`src/verilog/dsp_macros.svh`:
```
// Operand, product and result widths and the pattern detect mask of the DSP slice
`ifndef DSP_MACROS_SVH
`define DSP_MACROS_SVH

// A input, stored in full for the A:B concatenation
`define DSP_A_W 30

// B input, also the multiplier B operand
`define DSP_B_W 18

// C input, P output, PCIN and the ALU datapath
`define DSP_C_W 48

// D input of the pre-adder
`define DSP_D_W 27

// Pre-adder result and multiplier A operand
`define DSP_AD_W 27

// Full signed product of 27 by 18
`define DSP_M_W 45

// A set bit is a don't care in the pattern compare
`define DSP_PATTERN_MASK 48'h0000_0000_FFFF

`endif
```
`src/verilog/dsp_ctrl_pkg.sv`:
```
// Operand select, ALU operation and pre-adder mode enums, and the decoded control bundle
`default_nettype none

package dsp_ctrl_pkg;

	// X multiplexer, from opmode[1:0]
	typedef enum logic [1:0] {
		X_ZERO = 2'd0,
		X_M    = 2'd1,
		X_AB   = 2'd2,
		X_P    = 2'd3
	} x_sel_e;

	// Z multiplexer, from opmode[3:2]
	typedef enum logic [1:0] {
		Z_ZERO = 2'd0,
		Z_C    = 2'd1,
		Z_P    = 2'd2,
		Z_PCIN = 2'd3
	} z_sel_e;

	typedef enum logic [1:0] {
		ALU_ADD = 2'd0,
		ALU_SUB = 2'd1,
		ALU_AND = 2'd2,
		ALU_XOR = 2'd3
	} alu_op_e;

	// Pre-adder function, inmode code 3 falls back to PRE_A
	typedef enum logic [1:0] {
		PRE_A         = 2'd0,
		PRE_D_PLUS_A  = 2'd1,
		PRE_D_MINUS_A = 2'd2
	} preadd_e;

	// Controls that travel with the operation down to the ALU
	typedef struct packed {
		x_sel_e  x_sel;
		z_sel_e  z_sel;
		alu_op_e alu_op;
	} dsp_ctrl_t;

endpackage

`default_nettype wire

```
`src/verilog/dsp_data_pkg.sv`:
```
// Data width typedefs and the operand bundle passed along the pipeline
`default_nettype none

`include "dsp_macros.svh"

package dsp_data_pkg;

	typedef logic [`DSP_A_W-1:0]  a_data_t;
	typedef logic [`DSP_B_W-1:0]  b_data_t;
	typedef logic [`DSP_C_W-1:0]  c_data_t;
	typedef logic [`DSP_D_W-1:0]  d_data_t;
	typedef logic [`DSP_AD_W-1:0] ad_data_t;
	typedef logic [`DSP_M_W-1:0]  m_data_t;

	// Operands of one operation, ab is A:B as a 48-bit ALU operand
	typedef struct packed {
		ad_data_t ad;
		b_data_t  b;
		c_data_t  c;
		c_data_t  ab;
		logic     carry_in;
	} dsp_operands_t;

endpackage

`default_nettype wire

```
`src/verilog/dsp_slice.sv`:
```
// DSP slice top level connecting decode, input registers, multiplier, ALU and result stages
`timescale 1ns/100ps
`default_nettype none

module dsp_slice (
	input  wire logic                    clk,
	input  wire logic                    rst_n,
	input  wire logic                    ce,
	input  wire dsp_data_pkg::a_data_t   a,
	input  wire dsp_data_pkg::b_data_t   b,
	input  wire dsp_data_pkg::c_data_t   c,
	input  wire dsp_data_pkg::d_data_t   d,
	input  wire dsp_data_pkg::c_data_t   pcin,
	input  wire logic                    carry_in,
	input  wire logic [3:0]              opmode,
	input  wire logic [1:0]              alumode,
	input  wire logic [1:0]              inmode,
	output dsp_data_pkg::c_data_t        p,
	output dsp_data_pkg::c_data_t        pcout,
	output logic                         carryout,
	output logic                         patterndetect,
	output logic                         patternbdetect
);

	dsp_ctrl_pkg::dsp_ctrl_t       ctrl_s1;
	dsp_ctrl_pkg::dsp_ctrl_t       ctrl_s2;
	dsp_ctrl_pkg::preadd_e         preadd;
	dsp_data_pkg::dsp_operands_t   operands_s1;
	dsp_data_pkg::dsp_operands_t   operands_s2;
	dsp_data_pkg::m_data_t         m_s2;
	dsp_data_pkg::c_data_t         sum;
	logic                          carry;

	// Stage 1, controls and operands
	dsp_op_decode i_dsp_op_decode (
		.clk(clk), .rst_n(rst_n), .ce(ce),
		.opmode(opmode), .alumode(alumode), .inmode(inmode),
		.ctrl_s1(ctrl_s1), .preadd(preadd)
	);

	dsp_input_regs i_dsp_input_regs (
		.clk(clk), .rst_n(rst_n), .ce(ce),
		.a(a), .b(b), .c(c), .d(d), .carry_in(carry_in), .preadd(preadd),
		.operands_s1(operands_s1)
	);

	// Stage 2, product and ALU
	dsp_mult_stage i_dsp_mult_stage (
		.clk(clk), .rst_n(rst_n), .ce(ce),
		.operands_s1(operands_s1), .ctrl_s1(ctrl_s1),
		.m_s2(m_s2), .operands_s2(operands_s2), .ctrl_s2(ctrl_s2)
	);

	dsp_alu i_dsp_alu (
		.m_s2(m_s2), .operands_s2(operands_s2), .ctrl_s2(ctrl_s2),
		.p(p), .pcin(pcin),
		.sum(sum), .carry(carry)
	);

	// Stage 3, output register
	dsp_result i_dsp_result (
		.clk(clk), .rst_n(rst_n), .ce(ce),
		.sum(sum), .carry(carry), .c_s2(operands_s2.c),
		.p(p), .carryout(carryout),
		.patterndetect(patterndetect), .patternbdetect(patternbdetect)
	);

	assign pcout = p;

endmodule

`default_nettype wire

```
`src/verilog/dsp_result.sv`:
```
// P and carry-out output registers with masked pattern and inverted pattern detection
`timescale 1ns/100ps
`default_nettype none

`include "dsp_macros.svh"

module dsp_result (
	input  wire logic                    clk,
	input  wire logic                    rst_n,
	input  wire logic                    ce,
	input  wire dsp_data_pkg::c_data_t   sum,
	input  wire logic                    carry,
	input  wire dsp_data_pkg::c_data_t   c_s2,
	output dsp_data_pkg::c_data_t        p,
	output logic                         carryout,
	output logic                         patterndetect,
	output logic                         patternbdetect
);

	logic                  match;
	logic                  match_inv;

	// Only bits clear in the mask are compared
	assign match     = ((sum ^ c_s2) & ~`DSP_PATTERN_MASK) == '0;
	assign match_inv = ((sum ^ ~c_s2) & ~`DSP_PATTERN_MASK) == '0;

	always_ff @(posedge clk or negedge rst_n) begin
		if (!rst_n) begin
			p              <= '0;
			carryout       <= 1'b0;
			patterndetect  <= 1'b0;
			patternbdetect <= 1'b0;
		end else if (ce) begin
			p              <= sum;
			carryout       <= carry;
			patterndetect  <= match;
			patternbdetect <= match_inv;
		end
	end

endmodule

`default_nettype wire

```
`src/verilog/dsp_alu.sv`:
```
// X and Z operand multiplexers and the 48-bit add, subtract, AND and XOR ALU
`timescale 1ns/100ps
`default_nettype none

`include "dsp_macros.svh"

module dsp_alu (
	input  wire dsp_data_pkg::m_data_t         m_s2,
	input  wire dsp_data_pkg::dsp_operands_t   operands_s2,
	input  wire dsp_ctrl_pkg::dsp_ctrl_t       ctrl_s2,
	input  wire dsp_data_pkg::c_data_t         p,
	input  wire dsp_data_pkg::c_data_t         pcin,
	output dsp_data_pkg::c_data_t              sum,
	output logic                               carry
);

	dsp_data_pkg::c_data_t m_ext;
	dsp_data_pkg::c_data_t x_op;
	dsp_data_pkg::c_data_t z_op;

	// 49 bits so the top bit is the carry
	logic [`DSP_C_W:0] x_wide;
	logic [`DSP_C_W:0] z_wide;
	logic [`DSP_C_W:0] arith;

	// Product sign extended to the ALU width
	assign m_ext = {{(`DSP_C_W-`DSP_M_W){m_s2[`DSP_M_W-1]}}, m_s2};

	always_comb begin
		case (ctrl_s2.x_sel)
			dsp_ctrl_pkg::X_M:  x_op = m_ext;
			dsp_ctrl_pkg::X_AB: x_op = operands_s2.ab;
			dsp_ctrl_pkg::X_P:  x_op = p;
			default:            x_op = '0;
		endcase
	end

	always_comb begin
		case (ctrl_s2.z_sel)
			dsp_ctrl_pkg::Z_C:    z_op = operands_s2.c;
			dsp_ctrl_pkg::Z_P:    z_op = p;
			dsp_ctrl_pkg::Z_PCIN: z_op = pcin;
			default:              z_op = '0;
		endcase
	end

	assign x_wide = {1'b0, x_op};
	assign z_wide = {1'b0, z_op};

	// Subtract takes the carry in together with X
	always_comb begin
		if (ctrl_s2.alu_op == dsp_ctrl_pkg::ALU_SUB) begin
			arith = z_wide - (x_wide + operands_s2.carry_in);
		end else begin
			arith = z_wide + x_wide + operands_s2.carry_in;
		end
	end

	always_comb begin
		case (ctrl_s2.alu_op)
			dsp_ctrl_pkg::ALU_AND: begin
				sum   = z_op & x_op;
				carry = 1'b0;
			end
			dsp_ctrl_pkg::ALU_XOR: begin
				sum   = z_op ^ x_op;
				carry = 1'b0;
			end
			default: begin
				sum   = arith[`DSP_C_W-1:0];
				carry = arith[`DSP_C_W];
			end
		endcase
	end

endmodule

`default_nettype wire

```
`src/verilog/dsp_mult_stage.sv`:
```
// Signed 27x18 multiplier, M register and the stage 2 operand and control registers
`timescale 1ns/100ps
`default_nettype none

module dsp_mult_stage (
	input  wire logic                          clk,
	input  wire logic                          rst_n,
	input  wire logic                          ce,
	input  wire dsp_data_pkg::dsp_operands_t   operands_s1,
	input  wire dsp_ctrl_pkg::dsp_ctrl_t       ctrl_s1,
	output dsp_data_pkg::m_data_t              m_s2,
	output dsp_data_pkg::dsp_operands_t        operands_s2,
	output dsp_ctrl_pkg::dsp_ctrl_t            ctrl_s2
);

	dsp_data_pkg::m_data_t product;

	// Both operands signed, result fits 45 bits
	assign product = $signed(operands_s1.ad) * $signed(operands_s1.b);

	always_ff @(posedge clk or negedge rst_n) begin
		if (!rst_n) begin
			m_s2        <= '0;
			operands_s2 <= '0;
			ctrl_s2     <= '0;
		end else if (ce) begin
			m_s2                 <= product;
			// ad and b are consumed by the multiplier
			operands_s2.ad       <= '0;
			operands_s2.b        <= '0;
			operands_s2.c        <= operands_s1.c;
			operands_s2.ab       <= operands_s1.ab;
			operands_s2.carry_in <= operands_s1.carry_in;
			ctrl_s2              <= ctrl_s1;
		end
	end

endmodule

`default_nettype wire

```
`src/verilog/dsp_op_decode.sv`:
```
// Stage 1 OPMODE, ALUMODE and INMODE registers and their decode into control enums
`timescale 1ns/100ps
`default_nettype none

module dsp_op_decode (
	input  wire logic                   clk,
	input  wire logic                   rst_n,
	input  wire logic                   ce,
	input  wire logic [3:0]             opmode,
	input  wire logic [1:0]             alumode,
	input  wire logic [1:0]             inmode,
	output dsp_ctrl_pkg::dsp_ctrl_t     ctrl_s1,
	output dsp_ctrl_pkg::preadd_e       preadd
);

	logic [3:0] opmode_q;
	logic [1:0] alumode_q;
	logic [1:0] inmode_q;

	// Zero after reset decodes to X_ZERO, Z_ZERO and ALU_ADD
	always_ff @(posedge clk or negedge rst_n) begin
		if (!rst_n) begin
			opmode_q  <= '0;
			alumode_q <= '0;
			inmode_q  <= '0;
		end else if (ce) begin
			opmode_q  <= opmode;
			alumode_q <= alumode;
			inmode_q  <= inmode;
		end
	end

	assign ctrl_s1.x_sel  = dsp_ctrl_pkg::x_sel_e'(opmode_q[1:0]);
	assign ctrl_s1.z_sel  = dsp_ctrl_pkg::z_sel_e'(opmode_q[3:2]);
	assign ctrl_s1.alu_op = dsp_ctrl_pkg::alu_op_e'(alumode_q);

	// Pre-adder mode is used in this stage
	always_comb begin
		case (inmode_q)
			2'd1:    preadd = dsp_ctrl_pkg::PRE_D_PLUS_A;
			2'd2:    preadd = dsp_ctrl_pkg::PRE_D_MINUS_A;
			default: preadd = dsp_ctrl_pkg::PRE_A;
		endcase
	end

endmodule

`default_nettype wire

```
`src/verilog/dsp_input_regs.sv`:
```
// Stage 1 A, B, C, D and carry-in registers with the signed pre-adder
`timescale 1ns/100ps
`default_nettype none

`include "dsp_macros.svh"

module dsp_input_regs (
	input  wire logic                        clk,
	input  wire logic                        rst_n,
	input  wire logic                        ce,
	input  wire dsp_data_pkg::a_data_t       a,
	input  wire dsp_data_pkg::b_data_t       b,
	input  wire dsp_data_pkg::c_data_t       c,
	input  wire dsp_data_pkg::d_data_t       d,
	input  wire logic                        carry_in,
	input  wire dsp_ctrl_pkg::preadd_e       preadd,
	output dsp_data_pkg::dsp_operands_t      operands_s1
);

	dsp_data_pkg::a_data_t  a_q;
	dsp_data_pkg::b_data_t  b_q;
	dsp_data_pkg::c_data_t  c_q;
	dsp_data_pkg::d_data_t  d_q;
	logic                   carry_in_q;

	// Low bits of A feed the pre-adder
	dsp_data_pkg::ad_data_t a_low;
	dsp_data_pkg::ad_data_t ad;

	always_ff @(posedge clk or negedge rst_n) begin
		if (!rst_n) begin
			a_q        <= '0;
			b_q        <= '0;
			c_q        <= '0;
			d_q        <= '0;
			carry_in_q <= 1'b0;
		end else if (ce) begin
			a_q        <= a;
			b_q        <= b;
			c_q        <= c;
			d_q        <= d;
			carry_in_q <= carry_in;
		end
	end

	assign a_low = a_q[`DSP_AD_W-1:0];

	// Two's complement add and subtract wrap at 27 bits
	always_comb begin
		case (preadd)
			dsp_ctrl_pkg::PRE_D_PLUS_A:  ad = d_q + a_low;
			dsp_ctrl_pkg::PRE_D_MINUS_A: ad = d_q - a_low;
			default:                     ad = a_low;
		endcase
	end

	assign operands_s1.ad       = ad;
	assign operands_s1.b        = b_q;
	assign operands_s1.c        = c_q;
	assign operands_s1.ab       = {a_q, b_q};
	assign operands_s1.carry_in = carry_in_q;

endmodule

`default_nettype wire

```
`config.mk`:
```
export PLATFORM = sky130hd
export DESIGN_NAME = dsp_slice
export DESIGN_NICKNAME = d
export VERILOG_FILES = /design/src/verilog/dsp_ctrl_pkg.sv /design/src/verilog/dsp_data_pkg.sv /design/src/verilog/dsp_slice.sv /design/src/verilog/dsp_result.sv /design/src/verilog/dsp_alu.sv /design/src/verilog/dsp_mult_stage.sv /design/src/verilog/dsp_op_decode.sv /design/src/verilog/dsp_input_regs.sv
export VERILOG_INCLUDE_DIRS = /design/src /design/src/verilog
export SDC_FILE = /design/constraint.sdc
export NUM_CORES = 2
export LEC_CHECK = 0
export BUFFER_PORTS_ARGS = -buffer_cell sky130_fd_sc_hd__buf_2
export CAP_MARGIN = 5
export CORE_AREA = 2 2 328 330
export CTS_CLUSTER_DIAMETER = 150
export CTS_CLUSTER_SIZE = 25
export DETAILED_ROUTE_END_ITERATION = 8
export DIE_AREA = 0 0 330 332
export PLACE_DENSITY_LB_ADDON = 0.3
export SLEW_MARGIN = 20
export SYNTH_ARGS = -nofsm -noshare
export SYNTH_HDL_FRONTEND = slang
export SYNTH_SLANG_ARGS = --single-unit
```
`constraint.sdc`:
```
create_clock -name clk -period 11 [get_ports clk]
set_input_delay 0.55 -clock clk [delete_from_list [all_inputs] [get_ports clk]]
set_output_delay 0.55 -clock clk [all_outputs]
set_load 0.005 [all_outputs]
```
# Word-level counts from Yosys, hierarchy flattened
# Cells that the tools add are included.
dict set report word_totals {
  elab_cells 54
  out_inout_bits 99
  input_bits 183
  register_bits 331
}
dict set report op_classes {
  n_addsub 6
  n_eq_ne 13
  n_mux 7
  mul 1
  reduce_logical 3
  bitwise_logic 5
}
# operator count
set op_table {}
lappend op_table {{48-bit one-hot mux with 3 select lines} 2}
lappend op_table {{48-bit bitwise XOR} 3}
lappend op_table {{48-bit logical NOT} 2}
lappend op_table {{48-bit one-hot mux with 2 select lines} 1}
lappend op_table {{27-bit one-hot mux with 2 select lines} 1}
lappend op_table {{48-bit by 1-bit adder with 49-bit output} 1}
lappend op_table {{48-bit by 48-bit adder with 49-bit output} 1}
lappend op_table {{49-bit by 1-bit adder with 49-bit output} 1}
lappend op_table {{49-bit two-way mux} 1}
lappend op_table {{48-bit by 49-bit subtractor with 49-bit output} 1}
lappend op_table {{48-bit AND} 1}
lappend op_table {{48-bit inverter} 1}
lappend op_table {{27-bit by 18-bit multiplier with 45-bit output} 1}
lappend op_table {{27-bit adder} 1}
lappend op_table {{27-bit subtractor} 1}
lappend op_table {{2-bit == test, second input constant} 8}
lappend op_table {{2-bit by 1-bit == test with 1-bit output, second input constant} 5}
lappend op_table {{2-bit one-hot mux with 2 select lines} 1}
lappend op_table {{2-bit OR reduction} 1}
lappend op_table {{1-bit two-way mux} 1}

# Logic depth before layout (Yosys ltp)
dict set report logic_depth {
  word_depth 8
  depth_mapped 46
  ltp_nobuf 45
}

# Modules after synthesis
# Synthesis repeated with hierarchy kept, for this count alone.
dict set report hier_totals {
  cells_unflattened 4603
  area_unflattened_um2 42794.8
}
# module cells_per_inst instances area_per_inst_um2 seq_area_each_um2
set modules_own_cells {}
lappend modules_own_cells {dsp_mult_stage 2333 1 22999.6 3703.6}
lappend modules_own_cells {dsp_alu 1389 1 9736.8 0.0}
lappend modules_own_cells {dsp_input_regs 650 1 7041.8 3103.0}
lappend modules_own_cells {dsp_result 164 1 2312.2 1276.2}
lappend modules_own_cells {dsp_slice 48 1 360.3 0.0}
lappend modules_own_cells {dsp_op_decode 19 1 344.1 200.2}

# Worst setup path after synthesis
# No wires, ideal clock.
dict set report synth_timing {
  kind {register to register}
  startpoint {register i_dsp_op_decode.inmode_q[0]}
  endpoint {register i_dsp_mult_stage.m_s2[43]}
  setup_time_ns 0.125
  n_path_buf 3
  arrival_ns 9.914
  required_ns 10.875
  synth_period_minus_slack_ns 10.039
  path_stages_with_launch 43
  path_slack_ns 0.961
  cell_sequence {dfrtp_1 inv_1 ha_1 clkbuf_1 clkbuf_1 mux2i_1 fa_1 a21o_1 a21oi_1 o21bai_1 a21oi_1 o21ai_1 a2111oi_1 nor2_1 a21o_1 a21oi_1 xor2_1 o21ai_1 [... 7 more ...] inv_1 fa_1 fa_1 fa_1 ha_1 a21o_1 a21o_1 a21o_1 a21o_1 o31a_1 o21ai_1 a31oi_1 o2111ai_1 nand2_1 or4_1 a31oi_1 xnor2_1 mux2_2}
}
dict set report synth_between {
  elab_chain_len 5
  elab_cells_between_ends 7
  cone_classes {1 x mul; 4 x eq/ne; 2 x mux}
}
# item line
set synth_rtl {}
lappend synth_rtl {{from (decl)} dsp_op_decode.sv:18} ;# logic [1:0] inmode_q;
lappend synth_rtl {{from (signal assigned)} dsp_op_decode.sv:29} ;# inmode_q <= inmode;
lappend synth_rtl {{2-bit == test / 2-bit by 1-bit == test with 1-bit output (equally long branches)} dsp_op_decode.sv:39} ;# case (inmode_q)
lappend synth_rtl {{2-bit one-hot mux with 2 select lines *} dsp_op_decode.sv:39}
lappend synth_rtl {{2-bit == test / 2-bit by 1-bit == test with 1-bit output (equally long branches)} dsp_input_regs.sv:50} ;# case (preadd)
lappend synth_rtl {{27-bit one-hot mux with 2 select lines *} dsp_input_regs.sv:50}
lappend synth_rtl {{27-bit by 18-bit multiplier with 45-bit output *} dsp_mult_stage.sv:19} ;# assign product = $signed(operands_s1.ad) * $signed(operands_s1.b);
lappend synth_rtl {{to (signal assigned)} dsp_mult_stage.sv:27} ;# m_s2 <= product;
lappend synth_rtl {{to (decl)} dsp_mult_stage.sv:11} ;# output dsp_data_pkg::m_data_t m_s2,
# Mark *: on every way between the ends. The rest lies on a longest branch, timed or not.
# A chain may end at the register's enable or synchronous reset.

# Final worst setup path
dict set report layout_timing {
  startpoint {register i_dsp_input_regs.a_q[0]}
  endpoint {register i_dsp_mult_stage.m_s2[43]}
}
dict set report layout_between {
  elab_chain_len 3
  elab_cells_between_ends 4
  cone_classes {2 x add/sub; 1 x mul; 1 x mux}
}
# item line
set layout_rtl {}
lappend layout_rtl {{from (decl)} dsp_input_regs.sv:20} ;# dsp_data_pkg::a_data_t a_q;
lappend layout_rtl {{from (signal assigned)} dsp_input_regs.sv:32} ;# a_q <= '0;
lappend layout_rtl {{from (signal assigned)} dsp_input_regs.sv:38} ;# a_q <= a;
lappend layout_rtl {{27-bit subtractor / 27-bit adder (equally long branches)} {dsp_input_regs.sv:52, dsp_input_regs.sv:51}}
lappend layout_rtl {{27-bit one-hot mux with 2 select lines *} dsp_input_regs.sv:50}
lappend layout_rtl {{27-bit by 18-bit multiplier with 45-bit output *} dsp_mult_stage.sv:19}
# Marks and branches as above.

==> metrics.md <==
| Metric | Value |
|---|---|
| Worst-path clk slew | between 0.1 and 0.15 ns |
| RSZ-0062 raised after global routing | yes |
| Hold path cells | 2 |
| Sequential area share after synthesis | 0.197 |
| Mapped cell area | 42000 µm² |
| Initial antenna violation count | 11 |
| CP Capture Type | flip-flop |
| Synth Area in Compound Gates | 0.130 |
| Crit Reg-Reg Endpoint | i_dsp_mult_stage.m_s2[43]$_DFFE_PN0P_ |
| Min Tclk post-route | 10.47 ns |
| Yosys cell types | 104 |
| Largest family of logic cells by synthesized area | adder cells |
| Layout Nets | 5636 |
| Mean post-synth cell area | 9.17 µm² |
| Synthesis-stage register bit count | 331 |
| Vias | 33.7k |
| Detailed placement HPWL | about 110000 µm |
| Crit path kind | flip-flop to flip-flop |
| Relative slew slack | 0.225 |
| Slew Viols, Final | 0 |
| CP Launch Type | flip-flop |
| CTS Buf Count | 19 |
| Dominant cells by area after synthesis | fa_1, dfrtp_1, mux2_2 |
| Async set-reset flop share out of synthesis | 1.00 |
| Tightest Pin Transition | 1.16 ns |
| Outcome | finished, violations left |
| CTS sink count | 331 |
| WP data required | 11.48 ns |
| Htree depth | 1 |
| First-pass GRT wire length | 209000 µm |
| Port Buffers | about 280 |
| Ratio of cells with drive above 1 in the final layout | 0.179 |
| Die footprint | 110000 µm² |
| Failing checks | design-rule violations |
| Worst Hold Slack | approximately 0.15 ns |
| Core Region | 106000 µm² |
| ANT nets after route | 0 |
| Biggest cell delay along the critical path | 0.55 ns |
| Synth Instances | 4583 |
| Worst path bufs/invs | 5 |
| Synth warn | 0 |
| Vias per cell | between 5 and 6 |
| Largest net degree at the start of global routing | between 150 and 200 |
| Initial Utilization | 0.395 |
| Post-DR wirelength/cell | 22.1 µm |
| Worst hold path type | input pin to flip-flop |
| Non-Filler Instances | just over 6k |
| Top cells by count, synth | inv_1, fa_1, nand2_1, mux2_2, dfrtp_1 |
| CP max FO | 18 |
| Synth Area in Adders | 0.311 |
| Filler cells | 10.7k |
| Top_reg_cell synth | dfrtp_1 |
| Xor-xnor portion of the synthesized cell area | 0.0338 |
| RePlAce Congestion | 0.944 |
| Ports | between 200 and 300 |
| Drt drc | 42 |
| Hold_sp | c[30] |
| Synthesized Nets | 5523 |
| Root buffer cell | clkbuf_16 |
| Syn-to-layout area delta | 8.02% |
| CP delay by family, top | compound AO/OA/AOI/OAI gates |
| Most frequent cell after synthesis | inv_1 |
| Dominant cell type by area after synthesis | fa_1 |
| Later-pin clock latency in the skew report | around 0.62 ns |
| Tot GR Track Use | 0.247 |
| Register area | 8290 µm² |
| FP Rows | 120 |
| Tcrit/Tclk final | 0.952 |
| Setup TNS | 0 ns |
| WL final | 135000 µm |
| Die Wd | between 300 and 400 µm |
| CP dominant cell by count | fa_1 |
| Remaining global-route overflow | 0 |
| Hold Violations, Final | 0 |
| Worst setup path start | i_dsp_input_regs.a_q[0]$_DFFE_PN0P_ |
| Die height | 332 µm |
| Yosys top cell area share | 0.228 |
| Met2 WL post-DR | ~63000 µm |
| M1 WL | 59500 µm |
| TritonCTS clock tree | yes |
| Hold Path Sink | i_dsp_input_regs.c_q[30]$_DFFE_PN0P_ |
| Violation count after the first detailed-route iteration | 2655 |
| Worst EP arrival | 10.95 ns |
| Worst path slowest cell | fa_1 |
| Post-placement cell count | 6076 |
| DR pass1 iterations | 9 |
| Setup-failing EPs final | 0 |
| Share of synthesized cell area in and, or, nand and nor gates | 0.128 |
| Max-cap violation count | 0 |
| CTS max path bufs | 3 |
| Vias in the first global route | between 30k and 40k |
| R2R setup slack | between 0.5 and 0.6 ns |
| Post-synthesis mux area share | 0.106 |
| EDFF count, synth | 0 |
| Final Skew | 0.0679 ns |
| Max Freq | 95.5 MHz |
| Max Used Layer | met5 |
| Worst R2R Path Depth | 41 |
| Multi-input gate area | 29900 µm² |
| Met3 wire len | 8170 µm |
| Worst flop-to-flop path startpoint | i_dsp_input_regs.a_q[0]$_DFFE_PN0P_ |
[worst reg2reg max path: cells and delay by family (launching register included)]
| kind | cells | cell delay, ns |
|---|---|---|
| simple gates | 4 | 0.81 |
| fa+ha+maj | 9 | 3.91 |
| xor+xnor | 2 | 0.18 |
| flops | 1 | 0.44 |
| mux | 2 | 0.48 |
| compound gates | 19 | 3.96 |
| buf+inv | 5 | 0.57 |
[per-stage QoR]
step,util,worst slack [ns],cell area [µm²]
after CTS,0.426,0.0949,45300
after floorplan,-,0.961,42000
after global routing,0.427,-0.0551,45400
after detailed placement,0.420,0.184,44700
after global placement,0.420,0.174,44700
final,0.427,0.530,45400
[final cells by class]
class | count | share of cell area
multi-input cells | 3250 | 0.660
inverters | 727 | 0.0601
repair buffers | 367 | 0.0461
diodes | 1 | 0.0000551
clock inverters | 5 | 0.00188
well taps | 1403 | 0.0387
flip-flops and latches | 331 | 0.183
clock buffers | 22 | 0.0107
[logic make-up (layout without fill, tap and decap cells)]
family | Yosys count | after routing
buffers and inverters | 1002 | 1121
adders and majority gates | 757 | 757
xor gates and xnor gates | 162 | 162
muxes | 397 | 397
AOI/OAI and AO/OA | 810 | 810
and+or+nand+nor | 1124 | 1124
DFF | 331 | 331
other | 0 | 1
[routing by layer]
metal  global-route usage  up-vias
met4               0.0642        6
met3               0.0337      195
met5                    0        -
li1                     -    15300
met2                0.409     1035
met1                0.339    17100
[cells in the final DEF, fill, tap and decap left out, drive strengths merged, types with 19 or more instances in the layout]
| master | instances |
|---|---|
| o31ai | 29 |
| dfrtp | 331 |
| xnor2 | 112 |
| nor3 | 56 |
| nand2b | 25 |
| mux2i | 22 |
| buf | 366 |
| a211oi | 31 |
| ha | 279 |
| a22o | 50 |
| o21ai | 172 |
| a21oi | 211 |
| nand3 | 32 |
| inv | 728 |
| clkbuf | 22 |
| o21a | 22 |
| a31oi | 22 |
| mux2 | 374 |
| xor2 | 50 |
| nor2b | 29 |
| nand2 | 429 |
| nor2 | 215 |
| fa | 478 |
| nor4 | 20 |
| a21o | 46 |
| nand4 | 34 |
| o21bai | 25 |
| and2 | 213 |
| o22ai | 19 |
| a22oi | 51 |
[flip-flops by register name (all words and copies together), names as in the netlist]
signal / count
i_dsp_input_regs.a_q: 30
i_dsp_input_regs.b_q: 18
i_dsp_input_regs.c_q: 48
i_dsp_input_regs.carry_in_q: 1
i_dsp_input_regs.d_q: 27
i_dsp_mult_stage.ctrl_s2: 6
i_dsp_mult_stage.m_s2: 45
i_dsp_mult_stage.operands_s2: 97
i_dsp_op_decode.alumode_q: 2
i_dsp_op_decode.inmode_q: 2
i_dsp_op_decode.opmode_q: 4
i_dsp_result.carryout: 1
i_dsp_result.p: 48
i_dsp_result.patternbdetect: 1
i_dsp_result.patterndetect: 1
[timing repair]
item	4_1_cts	5_1_grt
endpoints found under the hold margin	62	0
resized for setup	0	19
hold buffers	1	0
endpoints found under the setup margin	0	14
buffers inserted	0	1
[how the worst max path moves through the flow]
stage	to	slack [ns]	depth (start not counted)
2_1_floorplan	i_dsp_mult_stage.m_s2[43]$_DFFE_PN0P_	0.96	42
3_3_place_gp	i_dsp_mult_stage.m_s2[42]$_DFFE_PN0P_	0.17	42
3_5_place_dp	i_dsp_mult_stage.m_s2[42]$_DFFE_PN0P_	0.18	42
4_1_cts	i_dsp_mult_stage.m_s2[42]$_DFFE_PN0P_	0.09	42
5_1_grt	i_dsp_mult_stage.m_s2[43]$_DFFE_PN0P_	-0.06	43
6_report	i_dsp_mult_stage.m_s2[43]$_DFFE_PN0P_	0.53	41
Power is not shown: default switching activity piles up to over one toggle a cycle in this logic, so the estimate is an artifact.
